$ cat config.mk
export PLATFORM = sky130hd
export DESIGN_NAME = instrDecoder
export DESIGN_NICKNAME = d
export VERILOG_FILES = /design/src/riscvPkg.sv /design/src/instrDecoder.sv
export VERILOG_INCLUDE_DIRS = /design/src
export SDC_FILE = /design/constraint.sdc
export NUM_CORES = 1
export LEC_CHECK = 0
export BUFFER_PORTS_ARGS = -buffer_cell sky130_fd_sc_hd__buf_2
export CORE_ASPECT_RATIO = 0.7
export CORE_UTILIZATION = 45
export DETAILED_ROUTE_END_ITERATION = 8
export HOLD_SLACK_MARGIN = 0.03
export PLACE_DENSITY = 0.85
export REMOVE_ABC_BUFFERS = 1
export SETUP_SLACK_MARGIN = 0.02
export SYNTH_ARGS = -nofsm -noshare
export SYNTH_HDL_FRONTEND = slang
export SYNTH_SLANG_ARGS = --single-unit
$ cat constraint.sdc
create_clock -name clk -period 3.52 [get_ports clk]
set_input_delay 0.176 -clock clk [delete_from_list [all_inputs] [get_ports clk]]
set_output_delay 0.176 -clock clk [all_outputs]
set_load 0.02 [all_outputs]
$ cat src/riscvPipe_defines.svh
`ifndef RISCV_PIPE_DEFINES_SVH
`define RISCV_PIPE_DEFINES_SVH

// Architectural data path and register width
`define XLEN 64

// Every instruction word is 32 bits, no compressed forms
`define INSTR_W 32

// Integer register file size
`define REG_COUNT 32

// Index width for rs1, rs2 and rd fields
`define REG_ADDR_W 5

`endif

$ cat src/riscvPkg.sv
package riscvPkg;

    // Major opcodes recognized by the decoder
    // Any other value in instr[6:0] is treated as a bubble
    typedef enum logic [6:0] {
        opR   = 7'b0110011, // Register-register arithmetic
        opImm = 7'b0010011  // Register-immediate arithmetic
    } opcode_e;

    // ALU operation codes, same encoding as the original ALU control
    typedef enum logic [3:0] {
        aluAnd = 4'b0000,
        aluOr  = 4'b0001,
        aluAdd = 4'b0010,
        aluSub = 4'b0110,
        aluSll = 4'b0111
    } aluOp_e;

endpackage

$ cat src/instrDecoder.sv
`timescale 1ns/1ns
`include "riscvPipe_defines.svh"

module instrDecoder (
    input  logic                   clk,
    input  logic                   reset,
    input  logic [`INSTR_W-1:0]    instr,
    output logic [`REG_ADDR_W-1:0] rs1,
    output logic [`REG_ADDR_W-1:0] rs2,
    output riscvPkg::aluOp_e       aluOperation,
    output logic                   useImm,
    output logic                   regWrite,
    output logic [`XLEN-1:0]       immediate,
    output logic [`REG_ADDR_W-1:0] destReg
);
    import riscvPkg::*;

    logic [`INSTR_W-1:0]    ifIdInstr;   // IF/ID instruction register
    logic [6:0]             opcode;
    logic [`REG_ADDR_W-1:0] rd;
    logic [2:0]             funct3;
    logic [3:0]             functKey;    // {instr[30], funct3}
    aluOp_e                 decOp;
    logic                   decUseImm;
    logic                   decWrite;
    logic [`XLEN-1:0]       decImm;

    // Instruction word is taken every cycle, no stall path
    always_ff @(posedge clk or posedge reset) begin
        if (reset) begin
            ifIdInstr <= '0; // Opcode zero decodes as a bubble
        end else begin
            ifIdInstr <= instr;
        end
    end

    assign opcode   = ifIdInstr[6:0];
    assign rd       = ifIdInstr[11:7];
    assign funct3   = ifIdInstr[14:12];
    assign rs1      = ifIdInstr[19:15];
    assign rs2      = ifIdInstr[24:20];
    assign functKey = {ifIdInstr[30], funct3};

    // Sign-extended I-type immediate
    assign decImm = {{(`XLEN-12){ifIdInstr[31]}}, ifIdInstr[31:20]};

    always_comb begin
        decOp     = aluAdd; // Harmless default for bubbles
        decUseImm = 1'b0;
        decWrite  = 1'b0;
        case (opcode)
            opR: begin
                decWrite = 1'b1;
                case (functKey)
                    4'b0000: decOp = aluAdd;
                    4'b1000: decOp = aluSub;
                    4'b0111: decOp = aluAnd;
                    4'b0110: decOp = aluOr;
                    4'b0001: decOp = aluSll;
                    default: decWrite = 1'b0; // Unsupported funct
                endcase
            end
            opImm: begin
                decUseImm = 1'b1;
                decWrite  = (funct3 == 3'b000); // Only addi is kept
            end
            default: begin
                decWrite = 1'b0;
            end
        endcase
    end

    // ID/EX control register
    always_ff @(posedge clk or posedge reset) begin
        if (reset) begin
            aluOperation <= aluAdd;
            useImm       <= 1'b0;
            regWrite     <= 1'b0;
            immediate    <= '0;
            destReg      <= '0;
        end else begin
            aluOperation <= decOp;
            useImm       <= decUseImm;
            // x0 writes are dropped here so later stages never see them
            regWrite     <= decWrite && (rd != '0);
            immediate    <= decImm;
            destReg      <= rd;
        end
    end

endmodule

==> flow_summary.ini, run 1 <==
[layout]
final-seq-area_um2 = 1350
syn_to_final_growth_pct = 31.0
multi_input_comb_area_um2 = 131
fillerInstances = 312
post_route_cells_drive_above_1_share_pct = 55.6
antenna_cells = 0
num-nets-final = 265
final-instance-count-excl-fill = 284
utilization_pct = 63.7

[sta]
rsz_0062_raised_after_global_routing = no
clock-skew-final_ns = 0.00518
hold_viol_final = 0
period_minus_slack_ns = 1.86
worst_pin_slew_ns = 1.07
setup_violations = 0
timing.hold.ws_ns = 0.131
setup_slack_ns = 1.66
slew_headroom_pct = 28.6
fin_crit_sh_pct = 53.0
maxSlewViolCount = 0
fmaxAchievable_mhz = 536

[pwr]
intPower_mw = 0.918
combinationalPowerShare_pct = 14.3
netSwitchingPower_mw = 0.302
clockPowerShare_pct = 31.1
p_sw_share_pct = 24.7
p_leak_nw = 1.34
power_mw = 1.22
sequential_cell_fraction_of_total_power_pct = 54.7
vdd.ir_drop.worst_mv = 0.322
powerDensity_nw_per_um2 = 474

[critical_path]
timing.critical_path.to_type = output pin
timing.critical_path.slowest_stage_cell = sky130_fd_sc_hd__dfrtp_1
critPathArrivalTime_ns = 1.69
timing.critical_path.slowest_cell_delay_ns = 1.06
critical_path_buf_inv_count = 1
timing.critical_path.required_ns = 3.34
critPathMaxFanout = 53
crit_path_cell_trace = buf_2
crit_type = reg -> out
worst_path_dominant_cell_family = flip-flops
start_kind = flop

[die]
initial_standard_cell_utilization_of_the_core_pct = 48.6
overall_die_area_um2 = 4640
ports = 119
core_um2 = 4040
chipHeight_um = 57.3
std_cell_rows = 19
die-width_um = 81.0

[run]
timing.max_cap.violations = 0

[clocking]
post_cts.repair.setup_buffers = 0
root_buffer = sky130_fd_sc_hd__clkbuf_8
worst_setup_hold_path_clk_slew_ns = 0.09
cts_tree = done
cts.htree.levels = 2
cts_buffers = 5
cts_buffer_depth = 2
clk_latency_ns = 0.29
clkSinkCount = 54
cts_resized = 0

[run_status]
run_status = complete, no violations

[yosys]
syn_avg_cell_area_um2 = 14.2
synth-async-reset-ratio_pct = 100
synthesis.instances = 138
postSynth.topFlopCell = sky130_fd_sc_hd__dfrtp_1
number_of_warning_messages_in_the_yosys_log = 0
netlist.top_cell.by_area = sky130_fd_sc_hd__dfrtp_1
yosys-top-cells-count = 63 x sky130_fd_sc_hd__buf_4, 53 x sky130_fd_sc_hd__dfrtp_1, 4 x sky130_fd_sc_hd__nor2_1
synthesis.area_um2 = 1960
synthMostInstantiatedCell = sky130_fd_sc_hd__buf_4
seq_area_frac_synth_pct = 68.9
synth_top_area_share_pct = 67.5
synth_seq_cells = 54
synth.lib_cells_used.distinct = 19
synth-edff-count = 0
post_synth_main_area_contributors = sky130_fd_sc_hd__dfrtp_1 68%, sky130_fd_sc_hd__buf_4 24%, sky130_fd_sc_hd__dfstp_2 1.3%, sky130_fd_sc_hd__nor4b_4 1.2%, sky130_fd_sc_hd__nor2_1 0.76%

[detailed_routing]
post_drt_via_cell_ratio = 4.03
drtIter0Drc = 30
routed_wl_mm = 3.80
first_pass_iters = 4
drc_errors = 0
via_count = 1144
antenna_violating_nets_post_route = 0
avgRoutedWirePerCell_um = 13.4

[global_route]
via_count_of_the_first_global_routing_pass = 1157
grt_antenna_before_repair = 0
globalRoute.totalOverflow = 0
first_pass_grt_wire_length_mm = 5.64
grt_use_total_pct = 17.2
grt_start_max_net_pins = 55

[hold_path]
hp-class = in -> async

[placement]
dp.cells = 244
post-place-ws_ns = 1.97
port_buffers = 117
dp_hpwl_mm = 2.26
finalWeightedCongestion = 0.725
==> per-stage QoR <==
stage	cell area [um^2]	setup TNS, ns
CTS	2570	0
floorplan	1490	-172.55
detailed placement	2140	0
global placement	2140	0
global route	2570	0
finish	2570	0
==> final timing paths <==
path | end | depth (start not counted) | from | slack (ns)
setup / recovery | immediate[47] | 1 | immediate[11] | 1.66
hold / removal | ifIdInstr[31] | 2 | reset | 0.13
setup reg to reg | aluOperation[1] | 3 | ifIdInstr[6] | 2.07
hold reg to reg | immediate[5] | 0 | ifIdInstr[25] | 0.36
max in group asynchronous | ifIdInstr[30] | 2 | reset | 2.74
min in group clk | immediate[5] | 0 | ifIdInstr[25] | 0.36
==> sequential cells by signal, indices dropped and copies added (netlist names) <==
register      count
useImm            1
destReg           5
regWrite          1
ifIdInstr        32
aluOperation      3
immediate        12
==> final cells by class <==
cell class | count | share of cell area [%]
Tap cell | 52 | 2.53
Multi-Input combinational cell | 19 | 5.11
Timing Repair Buffer | 149 | 35.2
Clock buffer | 8 | 4.28
Sequential cell | 54 | 52.6
Inverter | 2 | 0.292
==> metal layers <==
metal	wire length [um]	vias up	GRT usage (%)
met1	1310	541	17.2
met5	0	-	0
met3	285	4	7.36
met4	21	0	3.83
li1	-	552	-
met2	2180	47	32.8
==> repair_timing <==
| action | CTS | global route |
|---|---|---|
| endpoints found under the hold margin | 32 | 0 |
| hold buffers | 32 | 0 |
| setup endpoints to repair | 0 | 0 |
==> cell families after synthesis <==
group | after synthesis | synth area share, %
buffers and inverters | 65 | 24.5
flip-flops | 54 | 68.9
AND/OR/NAND/NOR | 14 | 5.10
AO/OA/AOI/OAI | 3 | 0.955
XOR/XNOR | 1 | 0.446
other | 1 | 0.191
==> power groups by stage <==
stage | logic [mW] | clock network [mW] | registers, mW
2_1_floorplan | 0.0154 | 0 | 0.739
3_3_place_gp | 0.144 | 0 | 0.676
4_1_cts | 0.173 | 0.387 | 0.666
5_1_grt | 0.185 | 0.419 | 0.670
3_5_place_dp | 0.146 | 0 | 0.679
6_report | 0.174 | 0.379 | 0.666
==> layout by cell type (no fill, tap or decap), drive strengths merged, types with 2 or more instances in the layout <==
cell type    Yosys  routed
clkbuf           0       8
nand3            3       3
dfrtp           53      53
inv              2       2
dlygate4sd3      0      32
buf             63     117
nor2             4       4
Power figures use the tool's default switching activity.
==> inputs of run 2 (changes only) <==
CORE_UTILIZATION = 38   (was 45)
PLACE_DENSITY = 0.77   (was 0.85)
clock period = 1.7 ns   (was 3.52 ns; I/O delays follow)
==> run 2 against run 1 <==
Clock power grew 77%. Setup slack lost 1.4 ns. First-iteration DRC count shrank 27%. Design area grew 1.4%. Highest routed layer unchanged. Wire length shrank 16%. Register-to-register slack lost 1.8 ns. Hold slack gained 0.22 ns. Sequential share of layout area shrank 0.71 points. Sequential cell count is the same. Via count grew 2.8%.
==> flow_summary.ini, run 2 (synthesis gave the netlist of run 1 again) <==
[global_route]
grt_antenna_before_repair = 0
first_pass_grt_wire_length_mm = 5.03
globalRoute.totalOverflow = 0
via_count_of_the_first_global_routing_pass = 1105
grt_use_total_pct = 12.5
grt_start_max_net_pins = 54

[placement]
dp.cells = 263
post-place-ws_ns = 0.257
port_buffers = 117
dp_hpwl_mm = 2.24
finalWeightedCongestion = 0.745

[layout]
antenna_cells = 0
register_ranked_first_by_flip_flop_count = ifIdInstr
final-instance-count-excl-fill = 304
syn_to_final_growth_pct = 32.7
largest_registers_in_the_final_layout = ifIdInstr (32), immediate (12), destReg (5)
number_of_flip_flops_in_the_largest_register = 32
commonest_non_fill_non_tap_cell_in_the_layout = sky130_fd_sc_hd__buf_2
post_route_cells_drive_above_1_share_pct = 55.3
num-nets-final = 268
mostFrequentLayoutCells = 117 x sky130_fd_sc_hd__buf_2, 53 x sky130_fd_sc_hd__dfrtp_1, 33 x sky130_fd_sc_hd__dlygate4sd3_1

[hold_path]
hp-class = in -> async

[clocking]
cts.htree.levels = 2
clk_latency_ns = 0.30
cts_tree = done
clkSinkCount = 54
cts_resized = 0
root_buffer = sky130_fd_sc_hd__clkbuf_8
cts_buffers = 5
cts_buffer_depth = 2
worst_setup_hold_path_clk_slew_ns = 0.09

[critical_path]
critical_path.reg2reg.endpoint = aluOperation[1]
worst_r2r_path_depth = 3
critical_path.reg2reg.startpoint = ifIdInstr[6]
critPathMaxFanout = 5
worstSetupEndpoint = aluOperation[1]
critPathArrivalTime_ns = 1.65
r2r_slack_ns = 0.27
timing.critical_path.to_type = flop
worst_setup_path_startpoint = ifIdInstr[6]
start_kind = flop
timing.critical_path.required_ns = 1.91
crit_type = reg -> reg

[die]
ports = 119
die-width_um = 87.9
overall_die_area_um2 = 5470
std_cell_rows = 21
initial_standard_cell_utilization_of_the_core_pct = 40.4
core_um2 = 4860
chipHeight_um = 62.2

[detailed_routing]
first_pass_iters = 3
via_count = 1176
routed_wl_mm = 3.20
drc_errors = 0
antenna_violating_nets_post_route = 0
avgRoutedWirePerCell_um = 10.5
post_drt_via_cell_ratio = 3.87
drtIter0Drc = 22

[sta]
clock-skew-final_ns = 0.00796
period_minus_slack_ns = 1.43
setup_violations = 0
timing.hold.ws_ns = 0.346
hold_viol_final = 0
rsz_0062_raised_after_global_routing = no
maxSlewViolCount = 0
fin_crit_sh_pct = 84.2
setup_slack_ns = 0.268
fmaxAchievable_mhz = 698

[pwr]
power_mw = 2.41
powerDensity_nw_per_um2 = 924
p_leak_nw = 1.35
vdd.ir_drop.worst_mv = 0.366

[run]
timing.max_cap.violations = 0

[run_status]
run_status = complete, no violations
run 2: changes by cell type in the layout (fill, tap and decap cells not counted):
cell	change
sky130_fd_sc_hd__clkinv_4	+1
sky130_fd_sc_hd__clkinv_2	+1
sky130_fd_sc_hd__dlygate4sd3_1	+1
sky130_fd_sc_hd__buf_12	+1
sky130_fd_sc_hd__clkbuf_1	+1
sky130_fd_sc_hd__clkbuf_8	-3
sky130_fd_sc_hd__buf_4	+1
run 2: metal layers:
layer	wire length (um)	vias up	share of wire, %	GRT usage, %
met5	0	-	0	0
met2	1690	67	53	22.6
li1	-	555	-	-
met1	1150	549	36	13.0
met4	34	0	1.1	4.30
met3	333	5	10	5.05
run 2: metrics by stage:
step	cell area (um^2)	utilization [%]	TNS, ns
2_1_floorplan	1490	-	-264.19
3_3_place_gp	2190	45.1	0
3_5_place_dp	2190	45.1	0
4_1_cts	2610	53.6	0
5_1_grt	2610	53.6	0
6_report	2610	53.6	0
run 2: how the worst min path moves through the flow:
stage / startpoint / to / slack [ns]
5_1_grt: ifIdInstr[29] / immediate[9] / 0.37
6_report: reset / ifIdInstr[18] / 0.35
4_1_cts: reset / ifIdInstr[18] / 0.36
3_3_place_gp: reset / ifIdInstr[18] / 0.13
3_5_place_dp: reset / ifIdInstr[18] / 0.14
2_1_floorplan: instr[0] / ifIdInstr[0] / 0.12
run 2: layout make-up:
cell class | count | area (um^2)
Clock inverter | 2 | 13.8
Multi-Input combinational cell | 19 | 131
Sequential cell | 54 | 1350
Inverter | 2 | 7.51
Fill cell | 407 | 2250
Clock buffer | 6 | 72.6
Tap cell | 69 | 86.3
Timing Repair Buffer | 152 | 943
run 2: worst max-delay path: stages, from the launching register on:
cell,delay (ns)
sky130_fd_sc_hd__dfrtp_1,0.40
sky130_fd_sc_hd__nor4b_4,0.29
sky130_fd_sc_hd__nand3_2,0.15
sky130_fd_sc_hd__or4b_1,0.52
run 2: where the power goes:
part | internal, mW | switching [mW]
combinational | 0.153 | 0.219
clock | 0.291 | 0.381
sequential | 1.34 | 0.0244
run 2: timing repair:
action	4_1_cts	5_1_grt
endpoints found under the hold margin	53	0
endpoints found under the setup margin	0	0
setup buffers	0	0
hold buffers	33	0
==> inputs of run 3 (changes only) <==
clock period = 1.25 ns   (was 1.7 ns; I/O delays follow)
==> run 3 against run 2 <==
The run now ends with setup timing left. Sequential share of layout area down 0.86 points. Fmax up 7.3%. Design area up 1.7%. Utilization up 0.90 points. Sequential power up 36%. Hold slack worse by 0.0037 ns. Critical endpoint unchanged. Largest power group unchanged. Highest routed layer unchanged.
==> flow_summary.ini, run 3 (synthesis gave the netlist of run 1 again) <==
[run_status]
run_status = finished, violations left
failing_checks = setup timing

[detailed_routing]
avgRoutedWirePerCell_um = 10.5
post_drt_via_cell_ratio = 3.90
antenna_violating_nets_post_route = 0
first_pass_iters = 4
routed_wl_mm = 3.21
via_count = 1188
drc_errors = 0
drtIter0Drc = 22

[placement]
finalWeightedCongestion = 0.736
dp_hpwl_mm = 2.19
placedInstanceArea_um2 = 2210
port_buffers = 117

[critical_path]
critPathArrivalTime_ns = 1.54
critical_path.reg2reg.startpoint = ifIdInstr[6]
critPathMaxFanout = 2
critical_path.reg2reg.endpoint = aluOperation[1]
r2r_slack_ns = -0.08
timing.critical_path.required_ns = 1.46
crit_type = reg -> reg
timing.critical_path.to_type = flop
worst_r2r_path_depth = 3
start_kind = flop

[global_route]
grt_antenna_before_repair = 0
grt_use_total_pct = 12.4
grt_start_max_net_pins = 54
grt.busiest_layer = met2
via_count_of_the_first_global_routing_pass = 1152
grtUsageMet1_pct = 13.1
first_pass_grt_wire_length_mm = 5.05
grt_use_met3_pct = 4.65
globalRoute.totalOverflow = 0
grt_util_met2_pct = 22.1

[layout]
largest_registers_in_the_final_layout = ifIdInstr (32), immediate (12), destReg (5)
syn_to_final_growth_pct = 35.0
post_route_cells_drive_above_1_share_pct = 56.8
total_non_filler_cell_area_in_the_finished_layout_um2 = 2650
register_ranked_first_by_flip_flop_count = ifIdInstr
utilization_pct = 54.5
mostFrequentLayoutCells = 117 x sky130_fd_sc_hd__buf_2, 53 x sky130_fd_sc_hd__dfrtp_1, 33 x sky130_fd_sc_hd__dlygate4sd3_1
num-nets-final = 269
number_of_flip_flops_in_the_largest_register = 32
commonest_non_fill_non_tap_cell_in_the_layout = sky130_fd_sc_hd__buf_2
antenna_cells = 0

[sta]
maxSlewViolCount = 0
fmaxAchievable_mhz = 749
rsz_0062_raised_after_global_routing = yes
timing.hold.ws_ns = 0.343
period_minus_slack_ns = 1.33
hold_viol_final = 0
clock-skew-final_ns = 0.00917
final.setup.tns_ns = -0.0848
setup_slack_ns = -0.0848
setup_violations = 1
fin_crit_sh_pct = 107

[clocking]
cts_buffer_depth = 2
clkSinkCount = 54
cts.htree.levels = 2
clk_latency_ns = 0.30
cts_buffers = 5
root_buffer = sky130_fd_sc_hd__clkbuf_8
worst_setup_hold_path_clk_slew_ns = 0.09
cts_tree = done

[die]
std_cell_rows = 21
ports = 119
core_um2 = 4860
die-width_um = 87.9
chipHeight_um = 62.2
initial_standard_cell_utilization_of_the_core_pct = 40.4
overall_die_area_um2 = 5470

[pwr]
vdd.ir_drop.worst_mv = 0.478
p_leak_nw = 1.36
powerDensity_nw_per_um2 = 1270

[hold_path]
hp-class = in -> async

[run]
timing.max_cap.violations = 0
[run 3: cell count changes in the layout (fill, tap and decap cells not counted)]
cell                         delta
sky130_fd_sc_hd__a221oi_1       -1
sky130_fd_sc_hd__a221oi_2       +1
sky130_fd_sc_hd__buf_12         +1
sky130_fd_sc_hd__clkbuf_1       -1
sky130_fd_sc_hd__clkbuf_8       +1
sky130_fd_sc_hd__clkinv_2       -1
sky130_fd_sc_hd__clkinv_4       -1
sky130_fd_sc_hd__clkinvlp_4     +1
sky130_fd_sc_hd__inv_6          +1
sky130_fd_sc_hd__nor3b_1        -1
sky130_fd_sc_hd__nor3b_2        +1
[run 3: final cells by class]
class,instances,area (um^2)
clock inverters,2,16.3
clock buffers,6,82.6
fillers,421,2210
repair buffers,153,963
well taps,69,86.3
multi-input cells,19,143
flip-flops and latches,54,1350
inverters,2,7.51
[run 3: power breakdown]
| group | internal, mW | leakage, nW | switching [mW] |
|---|---|---|---|
| Sequential | 1.83 | 0.637 | 0.0335 |
| Clock | 0.456 | 0.0478 | 0.537 |
| Combinational | 0.214 | 0.677 | 0.301 |
| Total | 2.50 | 1.36 | 0.871 |
[run 3: how the worst max path moves through the flow]
stage,start,endpoint,slack (ns)
5_1_grt,ifIdInstr[6],aluOperation[1],-0.15
4_1_cts,ifIdInstr[2],aluOperation[1],-0.10
3_5_place_dp,ifIdInstr[6],aluOperation[1],-0.12
3_3_place_gp,ifIdInstr[6],aluOperation[1],-0.1
6_report,ifIdInstr[6],aluOperation[1],-0.08
2_1_floorplan,immediate[11],immediate[11],-5.41
[run 3: metrics by stage]
step	worst slack (ns)	cells	power [mW]
CTS	-0.104	305	3.40
floorplan	-5.41	75	2.12
detailed placement	-0.123	264	2.33
global route	-0.152	305	3.53
finish	-0.0848	305	3.37
global placement	-0.0972	264	2.33
[run 3: timing repair]
action,in CTS,in global routing
hold buffers,33,0
gates resized for setup,1,1
hold endpoints to repair,53,0
buffers inserted,0,0
pin swaps,3,2
endpoints found under the setup margin,3,3
[run 3: worst max-delay path, cell delays in order (launching register included)]
cell,delay [ns]
sky130_fd_sc_hd__dfrtp_1,0.40
sky130_fd_sc_hd__nor4b_4,0.28
sky130_fd_sc_hd__nand3_2,0.11
sky130_fd_sc_hd__or4b_1,0.47
[run 3: routing by layer]
metal | share of wire, % | up-vias | routed length, um
met1 | 37 | 555 | 1180
li1 | - | 557 | -
met4 | 1.7 | 0 | 53
met5 | 0 | - | 0
met3 | 11 | 4 | 341
met2 | 51 | 72 | 1640
